### src/rtl/uart_rx_defs.svh
// ####################################################################
// Shared constants for the UART receive path: oversampling scaler,
// line filter depth and error counter width. Include where needed
// ####################################################################

`ifndef UART_RX_DEFS_SVH
`define UART_RX_DEFS_SVH

// Half of one bit period in clocks, so a full bit lasts twice this
`define UART_SCALER 8

// Number of line samples voted on by the glitch filter
`define UART_FILT_DEPTH 3

// Width of the saturating framing error counter
`define UART_ERR_CNT_W 8

`endif

### src/rtl/uart_line_pkg.sv
// ####################################################################
// Types for the serial line side: framer states and bit counters
// ####################################################################

`default_nettype none

package uart_line_pkg;

    // Receiver phases within one frame
    typedef enum logic [1:0] {
        RX_START = 2'd0,
        RX_DATA  = 2'd1,
        RX_STOP  = 2'd2,
        RX_GUARD = 2'd3
    } rx_state_e;

    // Counts clocks inside one bit, up to twice the scaler
    typedef logic [4:0] sample_cnt_t;

    // Position of the next data bit, 0 to 8
    typedef logic [3:0] bit_pos_t;

endpackage

`default_nettype wire

### src/rtl/uart_rx_framer.sv
// ####################################################################
// Oversampling UART receiver: frames the filtered line into bytes,
// one strobe per good frame or one error pulse per bad stop bit
// ####################################################################

`timescale 1ns/1ps
`default_nettype none

`include "uart_rx_defs.svh"

module uart_rx_framer (
    input  logic       i_clk,
    input  logic       i_nrst,
    input  logic       i_rx,
    output logic       o_byte_vld,
    output logic [7:0] o_byte,
    output logic       o_frame_err
);

    import uart_line_pkg::*;

    localparam sample_cnt_t sample_max = sample_cnt_t'(2 * `UART_SCALER - 1);
    localparam sample_cnt_t sample_mid = sample_cnt_t'(`UART_SCALER);
    localparam bit_pos_t    last_bit   = bit_pos_t'(8);

    rx_state_e   state_q;
    rx_state_e   state_d;
    sample_cnt_t sample_q;
    sample_cnt_t sample_d;
    bit_pos_t    bitpos_q;
    bit_pos_t    bitpos_d;
    logic [7:0]  shift_q;
    logic [7:0]  shift_d;
    logic        rx_q;
    logic        rx_rise;
    logic        rx_fall;
    logic        vld_q;
    logic        vld_d;
    logic        err_q;
    logic        err_d;

    assign rx_rise = !rx_q && i_rx;
    assign rx_fall = rx_q && !i_rx;

    always_comb begin
        state_d  = state_q;
        sample_d = sample_q;
        bitpos_d = bitpos_q;
        shift_d  = shift_q;
        vld_d    = 1'b0;
        err_d    = 1'b0;

        case (state_q)
            RX_START: begin
                // Count from the first low sample; a full bit or an early
                // rising edge ends the start bit
                if (!i_rx || (sample_q != '0)) begin
                    sample_d = sample_q + 1'b1;
                end
                if ((sample_q == sample_max) || rx_rise) begin
                    state_d  = RX_DATA;
                    sample_d = '0;
                    bitpos_d = '0;
                end
            end
            RX_DATA: begin
                // LSB arrives first, so shift in from the top
                if (sample_q == sample_mid) begin
                    shift_d  = {i_rx, shift_q[7:1]};
                    bitpos_d = bitpos_q + 1'b1;
                end
                // Past the middle, any line edge marks the next bit boundary
                if ((sample_q == sample_max)
                        || ((sample_q > sample_mid) && (rx_rise || rx_fall))) begin
                    sample_d = '0;
                    if (bitpos_q == last_bit) begin
                        state_d = RX_STOP;
                    end
                end else begin
                    sample_d = sample_q + 1'b1;
                end
            end
            RX_STOP: begin
                if (sample_q == sample_mid) begin
                    vld_d = i_rx;
                    err_d = !i_rx;
                end
                if (sample_q == sample_max) begin
                    state_d  = RX_GUARD;
                    sample_d = '0;
                end else begin
                    sample_d = sample_q + 1'b1;
                end
            end
            RX_GUARD: begin
                // Half a bit of quiet before looking for the next start bit
                if (sample_q >= sample_mid) begin
                    state_d  = RX_START;
                    sample_d = '0;
                end else begin
                    sample_d = sample_q + 1'b1;
                end
            end
            default: begin
                state_d = RX_START;
            end
        endcase
    end

    always_ff @(posedge i_clk, negedge i_nrst) begin
        if (!i_nrst) begin
            state_q  <= RX_START;
            sample_q <= '0;
            bitpos_q <= '0;
            rx_q     <= 1'b1;
            vld_q    <= 1'b0;
            err_q    <= 1'b0;
        end else begin
            state_q  <= state_d;
            sample_q <= sample_d;
            bitpos_q <= bitpos_d;
            rx_q     <= i_rx;
            vld_q    <= vld_d;
            err_q    <= err_d;
        end
    end

    always_ff @(posedge i_clk) begin
        shift_q <= shift_d;
    end

    // Shift register holds still from the last data bit to the next frame
    assign o_byte      = shift_q;
    assign o_byte_vld  = vld_q;
    assign o_frame_err = err_q;

endmodule

`default_nettype wire

### config.mk
export PLATFORM = sky130hd
export DESIGN_NAME = uart_rx_framer
export DESIGN_NICKNAME = d
export VERILOG_FILES = /design/src/rtl/uart_line_pkg.sv /design/src/rtl/uart_rx_framer.sv
export VERILOG_INCLUDE_DIRS = /design/src /design/src/rtl
export SDC_FILE = /design/constraint.sdc
export NUM_CORES = 1
export LEC_CHECK = 0
export ABC_AREA = 0
export BUFFER_PORTS_ARGS = -buffer_cell sky130_fd_sc_hd__clkbuf_2
export CELL_PAD_IN_SITES_DETAIL_PLACEMENT = 1
export CELL_PAD_IN_SITES_GLOBAL_PLACEMENT = 1
export CORE_ASPECT_RATIO = 0.7
export CORE_MARGIN = 2
export CORE_UTILIZATION = 45
export CTS_BUF_LIST = sky130_fd_sc_hd__clkbuf_4 sky130_fd_sc_hd__clkbuf_8 sky130_fd_sc_hd__clkbuf_16
export CTS_CLUSTER_DIAMETER = 100
export CTS_CLUSTER_SIZE = 28
export DETAILED_ROUTE_END_ITERATION = 8
export GPL_TIMING_DRIVEN = 0
export PLACE_DENSITY = 0.78
export SYNTH_ARGS = -nofsm -noshare
export SYNTH_HDL_FRONTEND = slang
export SYNTH_SLANG_ARGS = --single-unit
### constraint.sdc
create_clock -name i_clk -period 2.2 [get_ports i_clk]
set_input_delay 0.22 -clock i_clk [delete_from_list [all_inputs] [get_ports i_clk]]
set_output_delay 0.22 -clock i_clk [all_outputs]
set_load 0.01 [all_outputs]
==> results.md <==
- Largest net degree at the start of global routing: 15
- Post-Synth XOR/XNOR Area: approximately 1.4%
- Adder-cell share of the synthesized area: between 10% and 20%
- H-tree depth: 1
- Fraction of layout cells with a size suffix above 1: between 20% and 30%
- Area Overhead vs Synth: 17.48%
- Critical path's slowest cell: dfrtp_1
- EDFF count, synth: 8
- Register bit total from synthesis: 22
- GRT Overall Usage: around a fifth
- Actual slew at the worst max-slew pin: between 0.4 and 0.5 ns
- Number of antenna diodes: 0
- Fmax achieved: about 470 MHz
- GR Util met1: a little over a fifth
- Clock sinks: 22
- Total grt overflow: 0
- Crit path cell chain: ha_1 -> and3_1 -> ha_2 -> nor2_4 -> nand2_1 -> nor4_4 -> nor2_1 -> a22o_1
- Synth top area share: between 20% and 30%
- Die area: about 3100 µm²
- Vias post-DR: 857
- Mapped Nets: around 120
- Cell taking the most area after synthesis: dfrtp_1
- Max VDD drop: roughly 0.65 mV
- Worst EP required: ~2.4 ns
- Commonest non-fill, non-tap cells in the layout: dfrtp_1, clkbuf_2, nand2_1, ha_1, inv_1
- Post-synthesis async set-or-reset flop share: 63.64%
- Leakage: approximately 0.66 nW
- Most used flip-flop cell after synthesis: dfrtp_1
- Main area contributors after synthesis: dfrtp_1, edfxtp_1, ha_1
- Row cnt: 15
- Worst Setup Slack, final: 0.08232 ns
- Cell Area, Synth: roughly 1200 µm²
- Syn Inst Count: around 110
- Fin util: 56.52%
- TritonCTS clock tree: yes
- Minimum clock period: between 2 and 2.5 ns
- Initial antenna violation count: 0
- CP Capture Type: flop
- Drt wl/cell: approximately 16 µm
- Unique masters post-synth: 38
- Critical path arrival: roughly 2.3 ns
- Top Ports: 13
- Die H: around 47 µm
- Final max-slew violation count: 0
- Sequential fraction of the synthesis area: between 40 and 50%
- Compound-Gate Fraction of Synth Area: 10.24%
- First-pass GRT wire length: roughly 4100 µm
- Placer congestion estimate: between 0.7 and 0.8
- Worst-skew pair later-pin latency: between 0.2 and 0.3 ns
- Largest fanout on the critical path: 5
- Crit share post-route: between 90 and 100%
- Avg Cell Area, Syn: 11.41 µm²
- CP peak stage delay: 0.41 ns
- Avg Vias per Cell: around 5.4
- Die width: 65.98 µm
- Most Crowded Layer GR: met2
- DPL Wire Length: roughly 1900 µm
- Clk root buf: clkbuf_8
- Setup Slack @ Placement: -0.07013 ns
- Crit path launch type: flop
- Final Skew: 0.005464 ns
- Rel. slew slack: between 60% and 70%
- I/O Buffers: 12
- Pwr Density: between 1000 and 1500 nW/µm²
- Met3 Use GR: 5.276%
- # setup viols final: 0
- Post-synthesis mux area share: 3.516%
- Met2 usage in global routing: 32.73%
- Post-route total power: ~1.7 mW
- Largest family of logic cells by synthesized area: simple AND/OR/NAND/NOR gates
- Routed wire length: roughly 2600 µm
- DRC: 0
- Warnings from Yosys: 0
- Class of the most critical setup path: reg -> reg
- Max Cap Viol: 0
- Synth Area in Simple Gates: approximately a fifth
- WHS Path Cells: 1
- Hold Fails Final Rpt: 0
- Number of global-route vias before repair: between 800 and 900
- Reg2Reg Depth: 8
- Final #Nets: between 100 and 150
- Starting Density: 48.11%
- Status: completed
- Antenna viol nets, final: 0
- CTS buffer count: 3
- HP Class: in -> reg
- TritonRoute pass-1 iters: 4
- Core box area: about 2500 µm²
- Commonest non-fill, non-tap cell in the layout: dfrtp_1
- Clock tree buffer depth: 2
- Initial DRC Count: 31
- Reg clk slew, reported paths: ~0.09 ns
[Yosys cell counts (2+ instances only)]
| cell type | instances |
|---|---|
| and2_1 | 2 |
| o21ai_1 | 2 |
| inv_1 | 10 |
| edfxtp_1 | 8 |
| nand2_1 | 11 |
| a22o_1 | 4 |
| ha_1 | 12 |
| a31oi_1 | 2 |
| nand3_1 | 3 |
| dfrtp_1 | 13 |
| nand3b_1 | 2 |
| and3_1 | 2 |
| nor2_1 | 6 |
| mux2i_1 | 2 |
| o21ai_0 | 3 |
| nor3_1 | 2 |
[routing by layer]
layer | routed length [µm] | vias to the layer above
li1 | - | 410
met5 | 0 | -
met1 | 1225 | 428
met4 | 46 | 0
met2 | 1204 | 14
met3 | 93 | 5
[flip-flops by register name, summed over array words and instances, names as in the netlist]
signal	count
o_frame_err	1
sample_q	5
bitpos_q	4
rx_q	1
state_q	2
o_byte_vld	1
o_byte	8
[layout make-up]
cell class / instances / area [µm²]
buffer: 2 / 16.27
clock buffer: 3 / 41.29
clock inverter: 1 / 30.03
fill: 281 / 1094
inverter: 10 / 37.54
multi-input combinational: 72 / 576.8
sequential: 22 / 591.8
tap: 34 / 42.54
timing repair buffer: 15 / 85.08
[critical path: cells and delay by family (launching register included)]
kind | cells | cell delay, ns
AO/OA/AOI/OAI | 1 | 0.19
adder cells (fa/ha/maj) | 2 | 0.43
flip-flops | 1 | 0.41
AND/OR/NAND/NOR | 5 | 0.98
[through the flow]
step / cell area, µm² / setup TNS, ns / cells / hold slack [ns]
2_1_floorplan: 1210 / 0 / 106 / -0.07559
3_3_place_gp: 1313 / -0.007073 / 152 / 0.1547
3_5_place_dp: 1313 / -0.07331 / 152 / 0.1626
4_1_cts: 1399 / 0 / 157 / 0.08824
5_1_grt: 1421 / -0.01498 / 159 / 0.09892
6_report: 1421 / 0 / 159 / 0.09365
[report_power, final]
group,internal (mW),total (mW),switching [mW]
registers,0.509,0.594,0.0846
clock network,0.243,0.384,0.140
logic,0.301,0.682,0.380
total,1.05,1.66,0.605
[timing repair]
item	4_1_cts	5_1_grt
hold buffers	1	0
endpoints found under the setup margin	2	2
buffers inserted	0	2
pin swaps	0	1
resized for setup	2	2
gates cloned	0	0
endpoints found under the hold margin	13	0
[kinds of logic (layout without fill, tap and decap cells)]
family / Yosys count / in the layout
AO/OA/AOI/OAI: 17 / 17
buffers and inverters: 12 / 31
multiplexers: 4 / 4
XOR/XNOR: 2 / 2
adder cells (fa/ha/maj): 12 / 12
AND/OR/NAND/NOR: 37 / 37
flip-flops: 22 / 22
[final timing paths]
kind / end / startpoint / slack (ns)
worst min-delay path: rx_q / i_rx / 0.09
worst min register to register: o_byte[6] / o_byte[7] / 0.45
max in group asynchronous: rx_q / i_nrst / 1.47
min in group asynchronous: sample_q[0] / i_nrst / 0.40
worst max register to register: sample_q[0] / sample_q[1] / 0.08
worst max-delay path: sample_q[0] / sample_q[1] / 0.08
No activity file was read; power rests on OpenSTA's default activity.
