### src/rtl/uart_rx_defs.svh
// ####################################################################
// Shared constants for the UART receive path: oversampling scaler,
// line filter depth and error counter width. Include where needed
// ####################################################################

`ifndef UART_RX_DEFS_SVH
`define UART_RX_DEFS_SVH

// Half of one bit period in clocks, so a full bit lasts twice this
`define UART_SCALER 8

// Number of line samples voted on by the glitch filter
`define UART_FILT_DEPTH 3

// Width of the saturating framing error counter
`define UART_ERR_CNT_W 8

`endif

### src/rtl/rx_msg_pkg.sv
// ####################################################################
// Types for received messages: the 16-bit word in its two views
// ####################################################################

`default_nettype none

package rx_msg_pkg;

    // Top bit of every message selects how the rest is read
    typedef enum logic {
        MSG_SAMPLE = 1'b0,
        MSG_CMD    = 1'b1
    } msg_kind_e;

    // Register command: address and write data
    typedef struct packed {
        msg_kind_e  kind;
        logic [6:0] addr;
        logic [7:0] data;
    } rx_cmd_t;

    // Sensor sample: one 15-bit value
    typedef struct packed {
        msg_kind_e   kind;
        logic [14:0] value;
    } rx_sample_t;

    // First received byte lands in the upper half
    typedef union packed {
        rx_cmd_t    cmd;
        rx_sample_t smp;
    } rx_msg_u;

endpackage

`default_nettype wire

### src/rtl/rx_msg_packer.sv
// ####################################################################
// Pairs received bytes into 16-bit messages, decodes them as command
// or sample, holds ready until cleared and counts framing errors
// ####################################################################

`timescale 1ns/1ps
`default_nettype none

`include "uart_rx_defs.svh"

module rx_msg_packer (
    input  logic                        i_clk,
    input  logic                        i_nrst,
    input  logic                        i_byte_vld,
    input  logic [7:0]                  i_byte,
    input  logic                        i_frame_err,
    input  logic                        i_rdy_clr,
    output logic                        o_rdy,
    output rx_msg_pkg::msg_kind_e       o_kind,
    output logic [6:0]                  o_addr,
    output logic [7:0]                  o_wdata,
    output logic [14:0]                 o_value,
    output logic [`UART_ERR_CNT_W-1:0]  o_err_cnt
);

    import rx_msg_pkg::*;

    logic                       phase_q;
    logic [7:0]                 first_q;
    rx_msg_u                    msg_q;
    logic                       rdy_q;
    logic [`UART_ERR_CNT_W-1:0] err_cnt_q;
    logic                       msg_done;

    // Second byte of a pair completes a message
    assign msg_done = i_byte_vld && phase_q;

    always_ff @(posedge i_clk, negedge i_nrst) begin
        if (!i_nrst) begin
            phase_q   <= 1'b0;
            rdy_q     <= 1'b0;
            err_cnt_q <= '0;
        end else begin
            if (i_frame_err) begin
                // A bad frame throws away any half-built pair
                phase_q <= 1'b0;
                if (err_cnt_q != '1) begin
                    err_cnt_q <= err_cnt_q + 1'b1;
                end
            end else if (i_byte_vld) begin
                phase_q <= !phase_q;
            end

            // A new message wins over a clear in the same cycle
            if (msg_done) begin
                rdy_q <= 1'b1;
            end else if (i_rdy_clr) begin
                rdy_q <= 1'b0;
            end
        end
    end

    always_ff @(posedge i_clk) begin
        if (i_byte_vld && !phase_q) begin
            first_q <= i_byte;
        end
        if (msg_done) begin
            msg_q <= {first_q, i_byte};
        end
    end

    // Same word read through both views; the kind tells the host which applies
    assign o_kind    = msg_q.cmd.kind;
    assign o_addr    = msg_q.cmd.addr;
    assign o_wdata   = msg_q.cmd.data;
    assign o_value   = msg_q.smp.value;
    assign o_rdy     = rdy_q;
    assign o_err_cnt = err_cnt_q;

endmodule

`default_nettype wire

### config.mk
export PLATFORM = sky130hd
export DESIGN_NAME = rx_msg_packer
export DESIGN_NICKNAME = d
export VERILOG_FILES = /design/src/rtl/rx_msg_pkg.sv /design/src/rtl/rx_msg_packer.sv
export VERILOG_INCLUDE_DIRS = /design/src /design/src/rtl
export SDC_FILE = /design/constraint.sdc
export NUM_CORES = 1
export LEC_CHECK = 0
export BUFFER_PORTS_ARGS = -buffer_cell sky130_fd_sc_hd__buf_2
export CORE_AREA = 10 10 66 68
export DETAILED_ROUTE_END_ITERATION = 7
export DIE_AREA = 0 0 76 78
export PLACE_DENSITY = 0.81
export SYNTH_ARGS = -nofsm -noshare
export SYNTH_HDL_FRONTEND = slang
export SYNTH_SLANG_ARGS = --single-unit
### constraint.sdc
create_clock -name i_clk -period 1.7 [get_ports i_clk]
set_input_delay 0.425 -clock i_clk [delete_from_list [all_inputs] [get_ports i_clk]]
set_output_delay 0.425 -clock i_clk [all_outputs]
set_load 0.05 [all_outputs]
==> flow_summary.ini, run 1 <==
[timing]
fmaxAchievable_mhz = 644
post-route-period-util_pct = 91.3
setup_viol = 0
final.setup_skew_ps = 5.22
timing.final.ws_setup_ps = 148
final_period_minus_worst_setup_slack_ps = 1550
timing.max_slew.rel_slack_pct = 82.8
final_max_slew_viol_count = 0
worst-slew-pin-transition_ps = 259
final_hold_viol_count = 0
final.setup.tns_ps = 0
rsz_0062_raised_after_global_routing = false

[final_layout]
filler_cell_count = 301
layout-drive-gt1-share_pct = 51.9
area.growth.synth_to_final_pct = 21.1
diodes = 0
final_common_cell = sky130_fd_sc_hd__buf_2
design.final.nets = 143
final_core_utilization_pct = 50.6
ff_latch_area_um2 = 973
layout_common_cells = 52 x sky130_fd_sc_hd__buf_2, 24 x sky130_fd_sc_hd__edfxtp_1, 8 x sky130_fd_sc_hd__dfrtp_1, 5 x sky130_fd_sc_hd__xnor2_1, 5 x sky130_fd_sc_hd__clkbuf_4
finish.instance_area_um2 = 1610
multi_input_gate_area_um2 = 238

[place]
place_worst_setup_slack_ps = 250
count_of_input_and_output_buffers = 52
hpwl_mm = 2.08
dp_area_um2 = 1550
gp_congestion = 0.714

[cts]
cts_hold_repair.buffers = 1
tritoncts_clock_tree = yes
clk_pin_slew_worst_paths_ps = 100
cts.path.max_buffers = 2
cts_root_buffer = sky130_fd_sc_hd__clkbuf_4
clock_sink_count = 34
postCtsSetupRepairBufs = 0
postCtsResizedCells = 0
htree_levels = 2
number_of_buffers_created_by_cts = 5
clk_latency_ps = 320

[drt]
finalWirelength_mm = 2.63
vias_per_cell = 4.66
detailroute.via_count = 816
routedWlPerCell_um = 15.0
drt_first_pass_iters = 3
drtAntennaViolNets = 0
detailedRoute.firstIterationViolations = 33
remaining_drc_errors = 0

[critical_path]
timing.critical_path.cells = buf_2
cp_max_fo = 5
cpMaxStageDelayCell = sky130_fd_sc_hd__dfrtp_1
crit_type = reg -> out
largest_delay_share_family_worst_path = flip-flops
endpoint_kind = primary output
critical_path.startpoint_type = flip-flop
cp_data_required_time_ps = 1270
worstPathArrival_ps = 1130
largest_stage_delay_worst_path_ps = 490
cp.buffers_inverters = 1

[grt]
global_routing_usage_on_met1_pct = 8.32
grt_start_max_net_pins = 18
global_route.usage.met2_pct = 15.1
routing_layer_with_the_top_usage_in_global_route = met2
grt_pass1_wl_mm = 4.33
grt.overflow.total = 0
grt_overall_usage_pct = 9.02
antenna_violations_before_repair = 0
number_of_global_route_vias_before_repair = 940
grt_util_met3_pct = 6.80

[yosys]
synth_cells = 82
postSynthRegisterBits = 34
synth-warning-count = 0
postSynthNetCount = 96
post_synth_instance_area_um2 = 1330
ys_types = 25
synth.avg_cell_area_um2 = 16.2
seq_area_frac_synth_pct = 73.1

[floorplanning]
num_io_pins = 53
die_area_um2 = 5930
initial_utilization_pct = 41.8
die_height_um = 78
placement_rows = 21
die-width_um = 76
floorplan.core_area_um2 = 3180

[run]
max_cap_check_violation_count = 0

[worst_hold_path]
min-delay-path-class = in -> reg

[pwr]
total_leakage_power_nw = 0.674
ir_worst_vdd_mv = 0.989
power.density_cell_area_nw_per_um2 = 1460

[outcome]
outcome = finished clean
-- power by group --
part / internal, W / switching [W] / total, W
sequential: 0.00102 / 0.000138 / 0.00116
clock: 0.000149 / 0.000248 / 0.000397
combinational: 0.000205 / 0.000595 / 0.000800
total: 0.00137 / 0.000981 / 0.00235
-- layout make-up --
cell class / count / share of cell area [%]
tap: 46 / 3.58
timing repair buffer: 55 / 17.7
multi-input combinational: 31 / 14.8
sequential: 34 / 60.5
inverter: 2 / 0.467
clock inverter: 2 / 0.622
clock buffer: 5 / 2.33
-- cells in the mapped netlist --
cell type,count,area (um2)
sky130_fd_sc_hd__and4_1,1,8.76
sky130_fd_sc_hd__nand3_1,1,5.00
sky130_fd_sc_hd__buf_4,15,113
sky130_fd_sc_hd__o21ai_2,1,8.76
sky130_fd_sc_hd__o211ai_1,1,7.51
sky130_fd_sc_hd__a31oi_1,1,6.26
sky130_fd_sc_hd__dfrtp_1,10,250
sky130_fd_sc_hd__edfxtp_1,24,721
sky130_fd_sc_hd__nand3_4,1,17.5
sky130_fd_sc_hd__a21oi_1,2,10.0
sky130_fd_sc_hd__a21o_1,1,7.51
sky130_fd_sc_hd__nor2_1,2,7.51
sky130_fd_sc_hd__mux2_2,1,11.3
sky130_fd_sc_hd__mux2_1,1,11.3
sky130_fd_sc_hd__nand2_1,2,7.51
sky130_fd_sc_hd__nor4b_2,1,15.0
sky130_fd_sc_hd__xnor2_1,5,43.8
sky130_fd_sc_hd__nor2b_1,1,6.26
sky130_fd_sc_hd__o21ai_1,1,5.00
sky130_fd_sc_hd__or2_1,1,6.26
sky130_fd_sc_hd__ha_1,1,12.5
sky130_fd_sc_hd__inv_1,2,7.51
sky130_fd_sc_hd__nand4_1,2,12.5
sky130_fd_sc_hd__o2111ai_1,1,8.76
sky130_fd_sc_hd__and2_1,3,18.8
-- flip-flops by register name, summed over array words and instances (netlist names) --
name,count
o_err_cnt,8
first_q,8
msg_q,16
o_rdy,1
phase_q,1
-- per-layer routing --
| layer | vias up | part of all wire [%] |
|---|---|---|
| met5 | - | 0 |
| met4 | 0 | 1.3 |
| met3 | 5 | 13 |
| met2 | 44 | 48 |
| met1 | 388 | 38 |
| li1 | 379 | - |
-- metrics by stage --
step	cells	power (W)	hold slack, ps
floorplan	82	0.00177	129
global placement	167	0.00194	291
detailed placement	167	0.00198	294
CTS	175	0.00239	270
global route	175	0.00249	251
finish	175	0.00235	288
-- path summary, 6_finish.rpt --
path / end / cells past startpoint / from / slack [ps]
max: o_err_cnt[3] / 1 / o_err_cnt[3] / 150
min: first_q[4] / 1 / i_byte[4] / 290
max reg2reg: o_err_cnt[1] / 4 / o_err_cnt[0] / 250
min reg2reg: msg_q[13] / 0 / first_q[5] / 430
max in group asynchronous: o_err_cnt[0] / 2 / i_nrst / 1020
min in group asynchronous: o_err_cnt[7] / 2 / i_nrst / 470
-- cells by family after synthesis --
group                      Yosys count  synth area share [%]
xor gates and xnor gates             5                  3.30
buffers and inverters               17                  9.04
adders and majority gates            1                 0.941
DFF                                 34                  73.1
and+or+nand+nor                     15                  7.91
muxes                                2                  1.69
AOI/OAI and AO/OA                    8                  4.05
Power figures use the tool's default switching activity.
==> run 2, diff against run 1 <==
PLACE_DENSITY = 0.72   (was 0.81)
SETUP_SLACK_MARGIN = 0.3   (was unset)
==> run 2 against run 1 <==
Compared with the run above:
- count of clock-buffer cells in the layout unchanged
- final cell count up 6.9%
- highest routed layer unchanged
- first-iteration DRC count grew 30%
- largest power group is now combinational cells
- design area grew 21%
==> flow_summary.ini, run 2 (synthesis gave the netlist of run 1 again) <==
[floorplanning]
initial_utilization_pct = 41.8
die_area_um2 = 5930
floorplan.core_area_um2 = 3180
num_io_pins = 53
die-width_um = 76
placement_rows = 21
die_height_um = 78

[final_layout]
layout-drive-gt1-share_pct = 61.0
multi_input_gate_area_um2 = 250
diodes = 0
area.growth.synth_to_final_pct = 46.0
largest_reg_flops = 16
max_flop_register = msg_q
ff_latch_area_um2 = 981
layout_common_cells = 27 x sky130_fd_sc_hd__buf_4, 24 x sky130_fd_sc_hd__edfxtp_1, 19 x sky130_fd_sc_hd__buf_6, 18 x sky130_fd_sc_hd__buf_2, 8 x sky130_fd_sc_hd__dfrtp_2
filler_cell_count = 251
final_common_cell = sky130_fd_sc_hd__buf_4
final_core_utilization_pct = 61.0
design.final.nets = 154

[timing]
final.setup.tns_ps = 0
post-route-period-util_pct = 82.1
final_hold_viol_count = 0
final_period_minus_worst_setup_slack_ps = 1400
timing.max_slew.rel_slack_pct = 79.3
final.setup_skew_ps = 5.34
fmaxAchievable_mhz = 717
setup_viol = 0
final_max_slew_viol_count = 0
rsz_0062_raised_after_global_routing = true
worst-slew-pin-transition_ps = 310

[grt]
grt_start_max_net_pins = 13
grt_pass1_wl_mm = 4.44
antenna_violations_before_repair = 0
grt.overflow.total = 0
number_of_global_route_vias_before_repair = 943
grt_overall_usage_pct = 9.28

[critical_path]
critical_path.startpoint_type = flip-flop
cp_data_required_time_ps = 1270
largest_stage_delay_worst_path_ps = 420
cp.buffers_inverters = 1
cp_max_fo = 2
crit_type = reg -> out
cpMaxStageDelayCell = sky130_fd_sc_hd__edfxtp_1
worstPathArrival_ps = 970
timing.critical_path.cells = buf_4
largest_delay_share_family_worst_path = flip-flops
endpoint_kind = primary output

[drt]
vias_per_cell = 4.55
detailroute.via_count = 850
drt_first_pass_iters = 3
detailedRoute.firstIterationViolations = 43
remaining_drc_errors = 0
drtAntennaViolNets = 0
routedWlPerCell_um = 15.4
finalWirelength_mm = 2.88

[place]
gp_congestion = 0.740
hpwl_mm = 1.96
count_of_input_and_output_buffers = 52

[pwr]
power.density_cell_area_nw_per_um2 = 1560
total_leakage_power_nw = 0.801
ir_worst_vdd_mv = 1.35

[cts]
clk_latency_ps = 330
cts.path.max_buffers = 2
clk_pin_slew_worst_paths_ps = 110
cts_root_buffer = sky130_fd_sc_hd__clkbuf_4
number_of_buffers_created_by_cts = 5
clock_sink_count = 34
tritoncts_clock_tree = yes
htree_levels = 2

[outcome]
outcome = finished clean

[worst_hold_path]
min-delay-path-class = in -> reg

[run]
max_cap_check_violation_count = 0
[run 2: cell count changes in the layout (fill, tap and decap cells not counted), sizes merged]
| cell | before | now |
|---|---|---|
| buf | 54 | 65 |
| clkinv | 2 | 1 |
| bufinv | 0 | 2 |
[run 2: worst paths after layout]
| check | from | to | slack [ps] | depth (start not counted) |
|---|---|---|---|---|
| min in group asynchronous | i_nrst | o_err_cnt[6] | 470 | 2 |
| worst min register to register | first_q[4] | msg_q[12] | 430 | 0 |
| worst max register to register | o_err_cnt[1] | o_err_cnt[5] | 330 | 5 |
| worst max-delay path | msg_q[5] | o_wdata[5] | 300 | 1 |
| max in group asynchronous | i_nrst | o_err_cnt[0] | 1020 | 2 |
| worst min-delay path | i_byte[1] | msg_q[1] | 270 | 1 |
[run 2: metrics by stage]
stage	hold slack (ps)	instance area, um2	instances	setup slack (ps)	total power [W]
floorplan	129	1350	82	179	0.00180
global placement	294	1580	167	372	0.00199
detailed placement	299	1580	167	321	0.00200
CTS	257	1800	184	289	0.00294
global route	250	1940	187	245	0.00317
finish	272	1940	187	304	0.00303
[run 2: power breakdown]
part / internal, W / leakage [nW] / switching [W] / total [W]
registers: 0.00103 / 0.335 / 0.000104 / 0.00114
clock network: 0.000460 / 0.0554 / 0.000277 / 0.000737
logic: 0.000459 / 0.410 / 0.000701 / 0.00116
total: 0.00195 / 0.801 / 0.00108 / 0.00303
[run 2: area by class of cell]
class	instances	area share [%]
Multi-Input combinational cell	31	12.9
Clock buffer	5	1.94
Sequential cell	34	50.6
Inverter	2	0.387
Tap cell	46	2.97
Timing Repair Buffer	66	27.7
Clock inverter	3	3.55
[run 2: layer usage]
layer	track usage (%)	vias to the layer above	share of wire [%]
li1	-	401	-
met1	8.24	403	37
met2	15.8	41	51
met3	7.03	5	11
met4	3.41	0	1.4
met5	0	-	0
[run 2: timing repair]
action / CTS / global route
pin swaps: 0 / 2
resized for setup: 13 / 63
hold endpoints to repair: 10 / 0
buffers inserted: 8 / 3
setup endpoints to repair: 25 / 40
gates cloned: 0 / 0
hold buffers: 1 / 0
==> run 3, diff against run 2 <==
clock period = 1.4 ns   (was 1.7 ns; I/O delays follow)
==> run 3 against run 2 <==
Compared with the run above:
- clock skew rose by 2.4 ps
- global-route usage rose by 0.73 points
- sequential share of layout area fell by 3.7 points
- total power rose by 18%
- clock power fell by 31%
- count of clock-buffer cells in the layout rose by 1
- final cell count rose by 4.3%
- wire length rose by 13%
- design area rose by 8.0%
- critical path type is now reg -> reg
- critical path depth rose by 5
- die area did not move
- highest routed layer unchanged
==> flow_summary.ini, run 3 (synthesis gave the netlist of run 1 again) <==
[cts]
tritoncts_clock_tree = yes
clock_sink_count = 34
cts.path.max_buffers = 2
clk_latency_ps = 330
cts_root_buffer = sky130_fd_sc_hd__clkbuf_4
clk_pin_slew_worst_paths_ps = 110
number_of_buffers_created_by_cts = 5
htree_levels = 2

[critical_path]
cp_max_fo = 4
timing.critical_path.cells = ha_4 -> nand4_1 -> buf_4 -> buf_4 -> o21ai_2 -> xnor2_1
cpMaxStageDelayCell = sky130_fd_sc_hd__dfrtp_2
cp_data_required_time_ps = 1650
r2r-end = o_err_cnt[3]
crit_type = reg -> reg
rrSetupSlack_ps = 80
critical_path.startpoint_type = flip-flop
endpoint_kind = flip-flop
crit_path_frequent_cell = sky130_fd_sc_hd__buf_4
largest_delay_share_family_worst_path = flip-flops
worstPathArrival_ps = 1570
critical_path.reg2reg.startpoint = o_err_cnt[1]
reg2reg_depth = 6
cp.buffers_inverters = 2
largest_stage_delay_worst_path_ps = 430

[worst_hold_path]
timing.hold.worst_endpoint = msg_q[6]
min_from = i_byte[6]
min-delay-path-class = in -> reg
hold-path-cell-count = 1

[place]
gp_congestion = 0.751
instance_count_after_placement_with_tap_cells_included = 165
hpwl_mm = 1.88
count_of_input_and_output_buffers = 52

[grt]
grt.overflow.total = 0
antenna_violations_before_repair = 0
number_of_global_route_vias_before_repair = 936
grt_start_max_net_pins = 18
grt_overall_usage_pct = 10.0
grt_pass1_wl_mm = 4.76

[drt]
detailedRoute.firstIterationViolations = 49
vias_per_cell = 4.69
drtAntennaViolNets = 0
remaining_drc_errors = 0
finalWirelength_mm = 3.24
detailroute.via_count = 914
drt_first_pass_iters = 4
routedWlPerCell_um = 16.6

[pwr]
share_seq_of_total_power_pct = 39.0
total_leakage_power_nw = 0.865
power.density_cell_area_nw_per_um2 = 1710
internal_power_w = 0.00220
power.net_switching_w = 0.00139
totalPowerFinal_w = 0.00359
clock_power_share_pct = 14.2
swShare_pct = 38.7
ir_worst_vdd_mv = 1.20
pwr-share-comb_pct = 46.9

[floorplanning]
die-width_um = 76
initial_utilization_pct = 41.8
num_io_pins = 53
die_height_um = 78
placement_rows = 21
die_area_um2 = 5930
floorplan.core_area_um2 = 3180

[final_layout]
post_layout_nonfiller_instances = 195
largest_reg_flops = 16
final_common_cell = sky130_fd_sc_hd__buf_6
area.growth.synth_to_final_pct = 57.6
max_flop_register = msg_q
layout_common_cells = 43 x sky130_fd_sc_hd__buf_6, 24 x sky130_fd_sc_hd__edfxtp_1, 17 x sky130_fd_sc_hd__buf_4, 12 x sky130_fd_sc_hd__buf_2, 8 x sky130_fd_sc_hd__dfrtp_2
diodes = 0
design.final.nets = 162
layout-drive-gt1-share_pct = 69.1

[run]
max_cap_check_violation_count = 0

[timing]
rsz_0062_raised_after_global_routing = true
final_max_slew_viol_count = 0
final_period_minus_worst_setup_slack_ps = 1320
final_hold_viol_count = 0
setup_viol = 0
worst-slew-pin-transition_ps = 246
fmaxAchievable_mhz = 757
timing.max_slew.rel_slack_pct = 83.6
final.setup_skew_ps = 7.77
post-route-period-util_pct = 94.4
timing.hold.ws_ps = 208

[outcome]
outcome = finished clean
run 3: final cells by class:
class | instances | area [um2]
Inverter | 2 | 7.51
Fill cell | 227 | 1080
Sequential cell | 34 | 981
Multi-Input combinational cell | 32 | 315
Timing Repair Buffer | 73 | 682
Clock buffer | 6 | 41.3
Clock inverter | 2 | 10.0
Tap cell | 46 | 57.6
run 3: through the flow:
stage          area, um2  setup TNS, ps  utilization [%]  worst slack, ps
2_1_floorplan       1410           -120                -             -120
3_3_place_gp        1560              0             49.1             70.8
3_5_place_dp        1560              0             49.1             8.66
4_1_cts             1870              0             58.9             79.9
5_1_grt             2090          -23.9             65.9            -23.9
6_report            2090              0             65.9             78.4
run 3: worst max path at each step:
| stage | startpoint | endpoint | slack [ps] | cells past startpoint |
|---|---|---|---|---|
| 5_1_grt | o_err_cnt[1] | o_err_cnt[5] | -20 | 5 |
| 3_3_place_gp | o_err_cnt[1] | o_err_cnt[1] | 70 | 4 |
| 3_5_place_dp | o_err_cnt[1] | o_err_cnt[1] | 9 | 4 |
| 6_report | o_err_cnt[1] | o_err_cnt[3] | 80 | 6 |
| 2_1_floorplan | o_err_cnt[0] | o_err_cnt[1] | -120 | 4 |
| 4_1_cts | msg_q[5] | o_wdata[5] | 80 | 1 |
run 3: what timing repair did:
action	CTS	global route
hold buffers	1	0
gates cloned	0	1
buffers inserted	9	11
hold endpoints to repair	10	0
endpoints found under the setup margin	64	50
pin swaps	12	9
resized for setup	59	42
run 3: power by group through the flow:
stage,Clock [W],Sequential [W],Combinational (W)
after floorplan,0,0.00186,0.000342
after global placement,0,0.00144,0.000965
after detailed placement,0,0.00145,0.000990
after CTS,0.000530,0.00137,0.00143
after global routing,0.000586,0.00142,0.00177
final,0.000508,0.00140,0.00168
run 3: per-layer routing:
| metal | up-vias | GRT usage (%) | share of wire, % |
|---|---|---|---|
| met4 | 0 | 3.41 | 0.71 |
| met5 | - | 0 | 0 |
| met3 | 4 | 6.22 | 9.5 |
| li1 | 419 | - | - |
| met2 | 43 | 16.4 | 52 |
| met1 | 448 | 10.3 | 37 |
